==> config.mk <==
export PLATFORM = sky130hd
export DESIGN_NAME = network_interface
export DESIGN_NICKNAME = d
export VERILOG_FILES = /design/src/source/noc_ni_pkg.sv /design/src/source/flit_fifo.sv /design/src/source/ring_receive.sv /design/src/source/ring_transmit_arbiter.sv /design/src/source/network_interface.sv
export SDC_FILE = /design/constraint.sdc
export NUM_CORES = 2
export LEC_CHECK = 0
export ABC_AREA = 1
export BUFFER_PORTS_ARGS = -buffer_cell sky130_fd_sc_hd__buf_4
export CAP_MARGIN = 25
export CORE_MARGIN = 2
export CORE_UTILIZATION = 45
export CTS_CLUSTER_DIAMETER = 80
export DETAILED_ROUTE_END_ITERATION = 6
export SYNTH_ARGS = -nofsm -noshare
export SYNTH_HDL_FRONTEND = slang
export SYNTH_SLANG_ARGS = --single-unit
==> constraint.sdc <==
create_clock -name clk -period 6 [get_ports clk]
set_input_delay 0.9 -clock clk [delete_from_list [all_inputs] [get_ports clk]]
set_output_delay 0.9 -clock clk [all_outputs]
set_load 0.05 [all_outputs]
==> src/source/noc_ni_pkg.sv <==
`default_nettype none

package noc_ni_pkg;

   ////////////////////////////////////////////////////////////
   // ring link encodings
   ////////////////////////////////////////////////////////////

   typedef enum logic [1:0]
   {
      flit_idle = 2'b00,   // nothing on the link
      flit_head = 2'b01,
      flit_body = 2'b10,
      flit_tail = 2'b11
   } flit_type_t;

   // receive fifo selected by the sender at the next node
   typedef enum logic [1:0]
   {
      dest_pass_req  = 2'b00,
      dest_pass_rep  = 2'b01,
      dest_local_req = 2'b10,
      dest_local_rep = 2'b11
   } dest_fifo_t;

   typedef struct packed
   {
      logic [3:0] dest_node;   // target node on the ring
      logic [1:0] spare;
      logic [4:0] cmd;         // command, bits 9:5 of the flit
      logic [4:0] misc;
   } head_flit_t;

   // head flits decode by field, body flits just carry data
   typedef union packed
   {
      head_flit_t  head;
      logic [15:0] body;
   } flit_u;

   typedef struct packed
   {
      flit_type_t ctrl;   // bits 17:16
      flit_u      flit;
   } ni_entry_t;

   ////////////////////////////////////////////////////////////
   // reply commands
   ////////////////////////////////////////////////////////////

   typedef logic [4:0] cmd_t;

   localparam cmd_t wbrep         = 5'b10000;
   localparam cmd_t c2hinvrep     = 5'b10001;
   localparam cmd_t flushrep      = 5'b10010;
   localparam cmd_t atflurep      = 5'b10011;
   localparam cmd_t shrep         = 5'b11000;
   localparam cmd_t exrep         = 5'b11001;
   localparam cmd_t sh_exrep      = 5'b11010;
   localparam cmd_t scflurep      = 5'b11100;
   localparam cmd_t instrep       = 5'b10100;
   localparam cmd_t c2cinvrep     = 5'b11011;
   localparam cmd_t nackrep       = 5'b10101;
   localparam cmd_t flushfail_rep = 5'b10110;
   localparam cmd_t wbfail_rep    = 5'b10111;

   // whole reply length in flits, head included
   function automatic logic [3:0] rep_msg_flits(input cmd_t cmd);
      case (cmd)
         atflurep, wbrep:
            return 4'd11;   // head plus a full cache line
         exrep, shrep, instrep, sh_exrep:
            return 4'd9;
         nackrep, flushrep, c2hinvrep, flushfail_rep, wbfail_rep:
            return 4'd3;
         default:
            return 4'd1;    // head only
      endcase
   endfunction

endpackage

`default_nettype wire

==> src/source/flit_fifo.sv <==
`default_nettype none

module flit_fifo
   import noc_ni_pkg::*;
#(
   parameter int fifo_depth = 16
)
(
   input  wire                         clk,
   input  wire                         reset,
   input  wire                         wr_en,
   input  wire ni_entry_t              wr_data,
   input  wire                         rd_en,
   output ni_entry_t                   rd_data,
   output logic                        empty,
   output logic                        full,
   output logic [$clog2(fifo_depth):0] used_slots
);

   localparam int ptr_w = $clog2(fifo_depth);

   ni_entry_t          mem [fifo_depth];
   logic [ptr_w-1:0]   wr_ptr;
   logic [ptr_w-1:0]   rd_ptr;
   logic [ptr_w:0]     count;   // one extra bit so full is visible

   // pointers and occupancy
   always_ff @(posedge clk)
   begin
      if (reset)
      begin
         wr_ptr <= '0;
         rd_ptr <= '0;
         count  <= '0;
      end
      else
      begin
         if (wr_en)
            wr_ptr <= (wr_ptr == ptr_w'(fifo_depth - 1)) ? '0 : wr_ptr + 1'b1;
         if (rd_en)
            rd_ptr <= (rd_ptr == ptr_w'(fifo_depth - 1)) ? '0 : rd_ptr + 1'b1;
         count <= count + wr_en - rd_en;   // both strobes cancel out
      end
   end

   always_ff @(posedge clk)
   begin
      if (wr_en)
         mem[wr_ptr] <= wr_data;
   end

   assign rd_data    = mem[rd_ptr];   // show-ahead head entry
   assign empty      = (count == '0);
   assign full       = (count == (ptr_w + 1)'(fifo_depth));
   assign used_slots = count;

   ////////////////////////////////////////////////////////////
   // handshake checks
   ////////////////////////////////////////////////////////////

   a_no_overflow : assert property (@(posedge clk) disable iff (reset)
      wr_en |-> !full);

   a_no_underflow : assert property (@(posedge clk) disable iff (reset)
      rd_en |-> !empty);

endmodule

`default_nettype wire

==> src/source/ring_receive.sv <==
`default_nettype none

module ring_receive
   import noc_ni_pkg::*;
#(
   parameter int fifo_depth = 16
)
(
   input  wire                         clk,
   input  wire                         reset,
   input  wire flit_type_t             ctrl_in,
   input  wire flit_u                  flit_in,
   input  wire dest_fifo_t             dest_fifo_in,
   input  wire                         en_in_req_deq,
   input  wire                         en_in_rep_deq,
   input  wire                         pass_req_pop,
   input  wire                         pass_rep_pop,
   output ni_entry_t                   pass_req_head,
   output ni_entry_t                   pass_rep_head,
   output logic                        pass_req_empty,
   output logic                        pass_rep_empty,
   output ni_entry_t                   deq_req_data,
   output ni_entry_t                   deq_rep_data,
   output logic                        req_rdy,
   output logic                        rep_rdy,
   output logic                        en_pass_req,
   output logic                        en_pass_rep,
   output logic                        en_local_req,
   output logic                        en_local_rep,
   output logic [$clog2(fifo_depth):0] used_slots_pass_rep
);

   ni_entry_t                   in_entry;
   ni_entry_t                   head_q [4];   // indexed by dest_fifo_t
   logic [3:0]                  wr_en;
   logic [3:0]                  rd_en;
   logic [3:0]                  empty_q;
   logic [3:0]                  full_q;
   logic [$clog2(fifo_depth):0] used_q [4];

   assign in_entry.ctrl = ctrl_in;
   assign in_entry.flit = flit_in;

   // pops in dest_fifo_t order
   assign rd_en = {en_in_rep_deq, en_in_req_deq, pass_rep_pop, pass_req_pop};

   for (genvar i = 0; i < 4; i++)
   begin : g_rx
      // write demux, one fifo per incoming flit
      assign wr_en[i] = (ctrl_in != flit_idle) && (dest_fifo_in == dest_fifo_t'(i));

      flit_fifo #(.fifo_depth(fifo_depth)) u_fifo
      (
         .clk        (clk),
         .reset      (reset),
         .wr_en      (wr_en[i]),
         .wr_data    (in_entry),
         .rd_en      (rd_en[i]),
         .rd_data    (head_q[i]),
         .empty      (empty_q[i]),
         .full       (full_q[i]),
         .used_slots (used_q[i])
      );
   end

   assign pass_req_head  = head_q[dest_pass_req];
   assign pass_rep_head  = head_q[dest_pass_rep];
   assign pass_req_empty = empty_q[dest_pass_req];
   assign pass_rep_empty = empty_q[dest_pass_rep];
   assign deq_req_data   = head_q[dest_local_req];   // to local agents
   assign deq_rep_data   = head_q[dest_local_rep];
   assign req_rdy        = !empty_q[dest_local_req];
   assign rep_rdy        = !empty_q[dest_local_rep];

   // not-full levels back to the previous node
   assign en_pass_req  = !full_q[dest_pass_req];
   assign en_pass_rep  = !full_q[dest_pass_rep];
   assign en_local_req = !full_q[dest_local_req];
   assign en_local_rep = !full_q[dest_local_rep];

   assign used_slots_pass_rep = used_q[dest_pass_rep];   // reply credit for previous node

   // previous node must honour the enable it saw
   a_sender_obeys_enable : assert property (@(posedge clk) disable iff (reset)
      (ctrl_in != flit_idle) |-> !full_q[dest_fifo_in]);

endmodule

`default_nettype wire

==> src/source/ring_transmit_arbiter.sv <==
`default_nettype none

module ring_transmit_arbiter
   import noc_ni_pkg::*;
#(
   parameter int         fifo_depth = 16,
   parameter logic [3:0] node_id    = 4'd3,
   parameter int         ring_nodes = 8
)
(
   input  wire                         clk,
   input  wire                         reset,
   input  wire ni_entry_t              pass_req_head,
   input  wire ni_entry_t              pass_rep_head,
   input  wire ni_entry_t              inj_req_head,
   input  wire ni_entry_t              inj_rep_head,
   input  wire                         pass_req_empty,
   input  wire                         pass_rep_empty,
   input  wire                         inj_req_empty,
   input  wire                         inj_rep_empty,
   input  wire                         en_local_req_in,
   input  wire                         en_local_rep_in,
   input  wire                         en_pass_req_in,
   input  wire                         en_pass_rep_in,
   input  wire [$clog2(fifo_depth):0]  used_slots_pass_rep_in,
   output logic                        pass_req_pop,
   output logic                        pass_rep_pop,
   output logic                        inj_req_pop,
   output logic                        inj_rep_pop,
   output flit_type_t                  ctrl_out,
   output flit_u                       flit_out,
   output dest_fifo_t                  dest_fifo_out
);

   localparam int         cnt_w     = $clog2(fifo_depth) + 1;
   localparam logic [3:0] next_node = 4'((node_id + 1) % ring_nodes);

   // source index is also the priority with 0 first
   localparam logic [1:0] src_pass_rep = 2'd0;
   localparam logic [1:0] src_inj_rep  = 2'd1;
   localparam logic [1:0] src_pass_req = 2'd2;
   localparam logic [1:0] src_inj_req  = 2'd3;

   typedef struct packed
   {
      logic       active;   // a message owns the link
      logic [1:0] src;
      dest_fifo_t dest;
   } lock_t;

   lock_t            lock_q;
   ni_entry_t        src_head [4];
   logic [3:0]       src_empty;
   logic [1:0]       sel_src;
   ni_entry_t        sel_head;
   logic             is_rep;
   logic             is_head;
   dest_fifo_t       dest;
   logic             dest_en;
   logic [3:0]       msg_len;
   logic [cnt_w-1:0] free_slots;
   logic             credit_ok;
   logic             pop;
   logic [3:0]       pop_vec;

   assign src_head[src_pass_rep] = pass_rep_head;
   assign src_head[src_inj_rep]  = inj_rep_head;
   assign src_head[src_pass_req] = pass_req_head;
   assign src_head[src_inj_req]  = inj_req_head;
   assign src_empty = {inj_req_empty, pass_req_empty, inj_rep_empty, pass_rep_empty};

   ////////////////////////////////////////////////////////////
   // source select and routing
   ////////////////////////////////////////////////////////////

   always_comb
   begin
      sel_src = lock_q.src;   // locked message keeps its source
      if (!lock_q.active)
      begin
         if (!src_empty[src_pass_rep])
            sel_src = src_pass_rep;
         else if (!src_empty[src_inj_rep])
            sel_src = src_inj_rep;
         else if (!src_empty[src_pass_req])
            sel_src = src_pass_req;
         else
            sel_src = src_inj_req;
      end
   end

   assign sel_head = src_head[sel_src];
   assign is_rep   = !sel_src[1];
   assign is_head  = (sel_head.ctrl == flit_head);
   assign msg_len  = rep_msg_flits(sel_head.flit.head.cmd);

   always_comb
   begin
      if (lock_q.active)
         dest = lock_q.dest;
      else if (sel_head.flit.head.dest_node == next_node)   // lands at the next node
         dest = is_rep ? dest_local_rep : dest_local_req;
      else
         dest = is_rep ? dest_pass_rep : dest_pass_req;
   end

   always_comb
   begin
      case (dest)
         dest_pass_req  : dest_en = en_pass_req_in;
         dest_pass_rep  : dest_en = en_pass_rep_in;
         dest_local_req : dest_en = en_local_req_in;
         default        : dest_en = en_local_rep_in;
      endcase
   end

   // local reply enters the pass ring only if the whole message fits there
   assign free_slots = cnt_w'(fifo_depth) - used_slots_pass_rep_in;
   assign credit_ok  = !(sel_src == src_inj_rep && is_head && dest == dest_pass_rep)
                       || (free_slots >= cnt_w'(msg_len));

   assign pop     = !src_empty[sel_src] && dest_en && credit_ok;
   assign pop_vec = pop ? (4'b0001 << sel_src) : 4'b0000;

   assign pass_rep_pop = pop_vec[src_pass_rep];
   assign inj_rep_pop  = pop_vec[src_inj_rep];
   assign pass_req_pop = pop_vec[src_pass_req];
   assign inj_req_pop  = pop_vec[src_inj_req];

   ////////////////////////////////////////////////////////////
   // message lock and output register
   ////////////////////////////////////////////////////////////

   always_ff @(posedge clk)
   begin
      if (reset)
         lock_q <= '{active: 1'b0, src: src_pass_rep, dest: dest_pass_req};
      else if (pop)
      begin
         if (is_head && !(is_rep && msg_len == 4'd1))   // single flit reply never locks
            lock_q <= '{active: 1'b1, src: sel_src, dest: dest};
         else if (sel_head.ctrl == flit_tail)
            lock_q.active <= 1'b0;   // message done
      end
   end

   always_ff @(posedge clk)
   begin
      if (reset)
         ctrl_out <= flit_idle;
      else
         ctrl_out <= pop ? sel_head.ctrl : flit_idle;   // idle while waiting
   end

   always_ff @(posedge clk)
   begin
      flit_out      <= sel_head.flit;
      dest_fifo_out <= dest;
   end

   // a new head only starts once the locked message has ended
   a_head_unlocked : assert property (@(posedge clk) disable iff (reset)
      (pop && is_head) |-> !lock_q.active);

   // upstream fifos must deliver body and tail flits only inside a message
   a_framing : assert property (@(posedge clk) disable iff (reset)
      (pop && !is_head) |-> lock_q.active);

endmodule

`default_nettype wire

==> src/source/network_interface.sv <==
`default_nettype none

module network_interface
   import noc_ni_pkg::*;
#(
   parameter int         fifo_depth = 16,
   parameter logic [3:0] node_id    = 4'd3,
   parameter int         ring_nodes = 8
)
(
   input  wire                         clk,
   input  wire                         reset,
   // previous node
   input  wire flit_type_t             ctrl_in,
   input  wire flit_u                  flit_in,
   input  wire dest_fifo_t             dest_fifo_in,
   output logic                        en_pass_req,
   output logic                        en_pass_rep,
   output logic                        en_local_req,
   output logic                        en_local_rep,
   output logic [$clog2(fifo_depth):0] used_slots_pass_rep,
   // local agents
   input  wire ni_entry_t              enq_req_data,
   input  wire ni_entry_t              enq_rep_data,
   input  wire                         en_out_req_enq,
   input  wire                         en_out_rep_enq,
   output logic                        out_req_rdy,
   output logic                        out_rep_rdy,
   output ni_entry_t                   deq_req_data,
   output ni_entry_t                   deq_rep_data,
   output logic                        req_rdy,
   output logic                        rep_rdy,
   input  wire                         en_in_req_deq,
   input  wire                         en_in_rep_deq,
   // next node
   input  wire                         en_local_req_in,
   input  wire                         en_local_rep_in,
   input  wire                         en_pass_req_in,
   input  wire                         en_pass_rep_in,
   input  wire [$clog2(fifo_depth):0]  used_slots_pass_rep_in,
   output flit_type_t                  ctrl_out,
   output flit_u                       flit_out,
   output dest_fifo_t                  dest_fifo_out
);

   ni_entry_t pass_req_head, pass_rep_head;   // pass fifo heads to the arbiter
   ni_entry_t inj_req_head, inj_rep_head;
   logic      pass_req_empty, pass_rep_empty;
   logic      inj_req_empty, inj_rep_empty;
   logic      inj_req_full, inj_rep_full;
   logic      pass_req_pop, pass_rep_pop;
   logic      inj_req_pop, inj_rep_pop;

   assign out_req_rdy = !inj_req_full;
   assign out_rep_rdy = !inj_rep_full;

   ring_receive #(.fifo_depth(fifo_depth)) u_receive
   (
      .clk                 (clk),
      .reset               (reset),
      .ctrl_in             (ctrl_in),
      .flit_in             (flit_in),
      .dest_fifo_in        (dest_fifo_in),
      .en_in_req_deq       (en_in_req_deq),
      .en_in_rep_deq       (en_in_rep_deq),
      .pass_req_pop        (pass_req_pop),
      .pass_rep_pop        (pass_rep_pop),
      .pass_req_head       (pass_req_head),
      .pass_rep_head       (pass_rep_head),
      .pass_req_empty      (pass_req_empty),
      .pass_rep_empty      (pass_rep_empty),
      .deq_req_data        (deq_req_data),
      .deq_rep_data        (deq_rep_data),
      .req_rdy             (req_rdy),
      .rep_rdy             (rep_rdy),
      .en_pass_req         (en_pass_req),
      .en_pass_rep         (en_pass_rep),
      .en_local_req        (en_local_req),
      .en_local_rep        (en_local_rep),
      .used_slots_pass_rep (used_slots_pass_rep)
   );

   ////////////////////////////////////////////////////////////
   // inject fifos, filled by local agents
   ////////////////////////////////////////////////////////////

   flit_fifo #(.fifo_depth(fifo_depth)) u_inj_req
   (
      .clk        (clk),
      .reset      (reset),
      .wr_en      (en_out_req_enq),
      .wr_data    (enq_req_data),
      .rd_en      (inj_req_pop),
      .rd_data    (inj_req_head),
      .empty      (inj_req_empty),
      .full       (inj_req_full),
      .used_slots ()
   );

   flit_fifo #(.fifo_depth(fifo_depth)) u_inj_rep
   (
      .clk        (clk),
      .reset      (reset),
      .wr_en      (en_out_rep_enq),
      .wr_data    (enq_rep_data),
      .rd_en      (inj_rep_pop),
      .rd_data    (inj_rep_head),
      .empty      (inj_rep_empty),
      .full       (inj_rep_full),
      .used_slots ()
   );

   ring_transmit_arbiter #(
      .fifo_depth (fifo_depth),
      .node_id    (node_id),
      .ring_nodes (ring_nodes)
   ) u_transmit
   (
      .clk                    (clk),
      .reset                  (reset),
      .pass_req_head          (pass_req_head),
      .pass_rep_head          (pass_rep_head),
      .inj_req_head           (inj_req_head),
      .inj_rep_head           (inj_rep_head),
      .pass_req_empty         (pass_req_empty),
      .pass_rep_empty         (pass_rep_empty),
      .inj_req_empty          (inj_req_empty),
      .inj_rep_empty          (inj_rep_empty),
      .en_local_req_in        (en_local_req_in),
      .en_local_rep_in        (en_local_rep_in),
      .en_pass_req_in         (en_pass_req_in),
      .en_pass_rep_in         (en_pass_rep_in),
      .used_slots_pass_rep_in (used_slots_pass_rep_in),
      .pass_req_pop           (pass_req_pop),
      .pass_rep_pop           (pass_rep_pop),
      .inj_req_pop            (inj_req_pop),
      .inj_rep_pop            (inj_rep_pop),
      .ctrl_out               (ctrl_out),
      .flit_out               (flit_out),
      .dest_fifo_out          (dest_fifo_out)
   );

endmodule

`default_nettype wire

==> metrics list <==
* Status: finished, final reports clean
- The synthesized design contains 1855 register bits.
- Detailed routing inserted a total of 47100 vias.
- Maximum net fanout on the critical path: 23
* Critical path launch point type: flip-flop
* Cell type group with the largest total delay on the critical path: simple AND/OR/NAND/NOR gates
* Launching point of the worst reg2reg path: u_receive.g_rx[1].u_fifo.used_slots[3]$_SDFF_PP0_
- CTS sink cnt: 1855
- Design internal power: 22.9 mW
* Max rail drop VDD: 0.325 mV
- The first global-routing pass estimated 287000 um of wire.
- After floorplanning, the core was sized to cover 0.165 mm^2.
- Clock tree synthesis inserted a total of 188 buffers.
- Leaving out fill and tap cells, the most frequent cell in the layout is edfxtp_1.
* Slowest cell on the critical path: fa_1
* Type of destination of the critical path: flip-flop
* Class of the tightest hold or removal check: in2reg
- Clock tree from TritonCTS: done
* Sw frac: 0.307
- Top library cells by usage in the layout, fill and taps aside: edfxtp_1 (1728), o21ai_0 (713), nand2_1 (675)
- Measured slew at the worst slew-check pin: 1.05 ns
- Headroom to the max-slew limit came out at 0.292.
* Total of buffers placed on input and output ports: 139
- Effective utilization at floorplan: 0.454
* H-Tree Level Count: 4
* Global-route usage over all layers: 0.225
- For this run, design rule violations remaining after detail routing come to 0.
- The worst hold path begins at reset.
- The net count of the finished layout is 6272.
- Fmax achieved: 0.179 GHz
- Number of endpoints with negative hold slack in the final report: 0
- Entering global routing, the biggest net connects 114 pins.
- After clock tree synthesis, the clock-pin slew on the worst setup and hold paths is 0.07 ns.
* Combinational share of power: 0.215
* Worst stage delay on the critical path: 0.44 ns
- Weighted congestion at the end of routability-driven global placement: 0.829
- Cell count after synthesis: 5969
* Part of the cycle the worst path needs: 0.931
* Final setup skew: 0.0344 ns
- The initial antenna violation count came to 3.
- Tracing the worst setup path back leads to its startpoint at u_receive.g_rx[1].u_fifo.used_slots[3]$_SDFF_PP0_.
- Combined buffer and inverter count along the critical path: 7
- Clock buffer depth: 3
- Number of global-route vias before repair: 44300
- In the final layout, the share of cells above drive strength 1 is 0.115.
* Required arrival time at the worst endpoint: 6.70 ns
- Count of boundary I/O pins: 140
- Of the total power, registers draw 0.443.
- Final-layout fill cell count: 13900
* DRC marker count from the first detailed-route iteration: 4883
- The Yosys step of the flow raised 0 warnings.
- The worst path needs 5.59 ns of the cycle, external delays included.
- Max Cap Violations: 0
- Post-detailed-routing wire length: 194000 um
- For this run the aggregate overflow at the end of global routing stands at 0.
* Die width: 413 um
- After detailed routing, the average wire length per cell comes to 22.9 um.
- The floorplan step defined a die boundary enclosing 0.170 mm^2.
- Insertion delay to the later sink of the worst-skew pair: 0.82 ns
- Residual antenna-violating net count after detailed routing: 0
- Slew Viols, Final: 0
- Final setup violation count: 0
* Worst hold slack after final layout: 0.316 ns
- Standard-cell row count: 149
* Critical Setup Path Class: reg2reg
- In this run the power density over the cells is 388 mW/mm^2.
- Proportion of power drawn by the clock network: 0.342
- After synthesis the cells add up to 0.0751 mm^2.
* Crit path DAT: 6.28 ns
- Post-detail-place hpwl: 108000 um
- Relative to the synthesized area, the layout overhead comes to 13.4%.
- Post-route core utilization: 0.515
- Die height: 413 um
- The design draws 33.1 mW.
- Number of nets in the synthesized netlist: 6117
- Switching power summed over all nets: 10.2 mW
- Cell leakage power: 29.5 nW
- Library cell appearing most often on the critical path: inv_1
- Dividing the detail-routed via count by the number of cells gives 5.56.
- Number of unique standard cell types used by synthesis: 47
- Portion of the post-synthesis area used by sequential elements: 0.725
- Summed over all failing endpoints, the final setup total negative slack is 0 ns.
* Root Driver: clkbuf_16
- Post-Syn Area per Cell: 12.6 um^2
- The first TritonRoute pass finished after 7 iterations.
worst reg2reg max path, delay by kind of cell, from the launching register on:
family                     cells  cell delay (ns)
AOI/OAI and AO/OA              6             0.86
adders and majority gates      6             1.57
buffers and inverters          7             0.56
DFF                            1             0.37
and+or+nand+nor               17             2.12
cells by family (layout without fill, tap and decap cells):
group | Yosys count | in the layout | share of synthesized area
and+or+nand+nor | 1806 | 1806 | 0.0997
buffers and inverters | 753 | 1070 | 0.0412
adders and majority gates | 77 | 77 | 0.0134
AOI/OAI and AO/OA | 1317 | 1317 | 0.0997
other | 0 | 1 | 0
muxes | 144 | 144 | 0.0192
xor gates and xnor gates | 17 | 17 | 0.00198
DFF | 1855 | 1855 | 0.725
metrics by stage:
step | cell area, um^2 | worst slack, ns | instances
final | 85100 | 0.413 | 8476
after global routing | 85100 | -0.0209 | 8475
after CTS | 85000 | 0.103 | 8471
after detailed placement | 79100 | 0.109 | 8119
after global placement | 79000 | 0.212 | 8116
after floorplan | 75100 | 0.678 | 5969
power groups by stage:
stage | combinational (mW) | clock [mW] | sequential (mW)
finish | 7.12 | 11.3 | 14.6
global placement | 6.94 | 0 | 14.9
floorplan | 4.50 | 0 | 15.1
detailed placement | 7.03 | 0 | 14.9
CTS | 7.05 | 11.5 | 14.6
global route | 7.85 | 12.0 | 14.7
final cells by class:
| cell class | count | area, um^2 | share of cell area |
|---|---|---|---|
| Sequential cell | 1855 | 54500 | 0.640 |
| Multi-Input combinational cell | 3361 | 17900 | 0.210 |
| Clock buffer | 251 | 5100 | 0.0599 |
| Tap cell | 2189 | 2740 | 0.0322 |
| Timing Repair Buffer | 313 | 2550 | 0.0300 |
| Inverter | 405 | 1540 | 0.0181 |
| Clock inverter | 101 | 863 | 0.0101 |
| Antenna cell | 1 | 2.50 | 0.0000294 |
timing repair:
action | in CTS | in global routing
endpoints found under the setup margin | 0 | 6
hold buffers | 0 | 0
resized for setup | 0 | 19
buffers inserted | 0 | 4
Yosys cell counts, drive strengths merged:
cell type  count  share of area
edfxtp      1728           0.69
o21ai        725          0.048
nor2         721          0.037
nand2        687          0.035
inv          400          0.020
nand3        330          0.023
a21oi        228          0.015
clkbuf       224          0.011
o211ai       182          0.018
mux2i        144          0.019
dfxtp        127          0.034
buf          124         0.0097
o22ai         81         0.0067
ha            71          0.012
o221ai        70         0.0082
nand4         33         0.0027
nor3          26         0.0017
a31oi         16         0.0013
xor2          12         0.0014
fa             6         0.0016
a21boi         5        0.00055
clkinv         5        0.00025
xnor2          5        0.00058
a211oi         4        0.00040
or2            4        0.00033
nor3b          3        0.00030
o21a           3        0.00030
and3           1       0.000083
nand3b         1        0.00010
o21bai         1        0.00025
o31ai          1        0.00010
o32ai          1        0.00012
state kept, by name (all words and copies together) (netlist names), named ones only:
name and count:
u_inj_rep.mem 288, u_inj_rep.rd_ptr 4, u_inj_rep.used_slots 5, u_inj_rep.wr_ptr 4
u_inj_req.mem 288, u_inj_req.rd_ptr 4, u_inj_req.used_slots 5, u_inj_req.wr_ptr 4
u_receive.g_rx.u_fifo.mem 1152, u_receive.g_rx.u_fifo.rd_ptr 16, u_receive.g_rx.u_fifo.used_slots 20, u_receive.g_rx.u_fifo.wr_ptr 16
u_transmit.ctrl_out 2, u_transmit.dest_fifo_out 2, u_transmit.flit_out 16, u_transmit.lock_q 5
final timing paths:
path	endpoint	slack (ns)	cells after the start
worst max-delay path	u_receive.g_rx[0].u_fifo.used_slots[4]$_SDFF_PP0_	0.41	36
worst max register to register	u_receive.g_rx[0].u_fifo.used_slots[4]$_SDFF_PP0_	0.41	36
worst min-delay path	u_receive.g_rx[2].u_fifo.used_slots[0]$_SDFF_PP0_	0.32	2
worst min register to register	u_transmit.lock_q[1]$_SDFFE_PP0P_	0.47	2
layer usage:
| metal | track usage | vias up | share of wire |
|---|---|---|---|
| met2 | 0.351 | 1510 | 0.47 |
| li1 | - | 21900 | - |
| met3 | 0.0360 | 263 | 0.064 |
| met5 | 0 | - | 0.000067 |
| met4 | 0.0609 | 2 | 0.022 |
| met1 | 0.327 | 23500 | 0.45 |
Note: power is estimated with default switching activity, not from simulation.
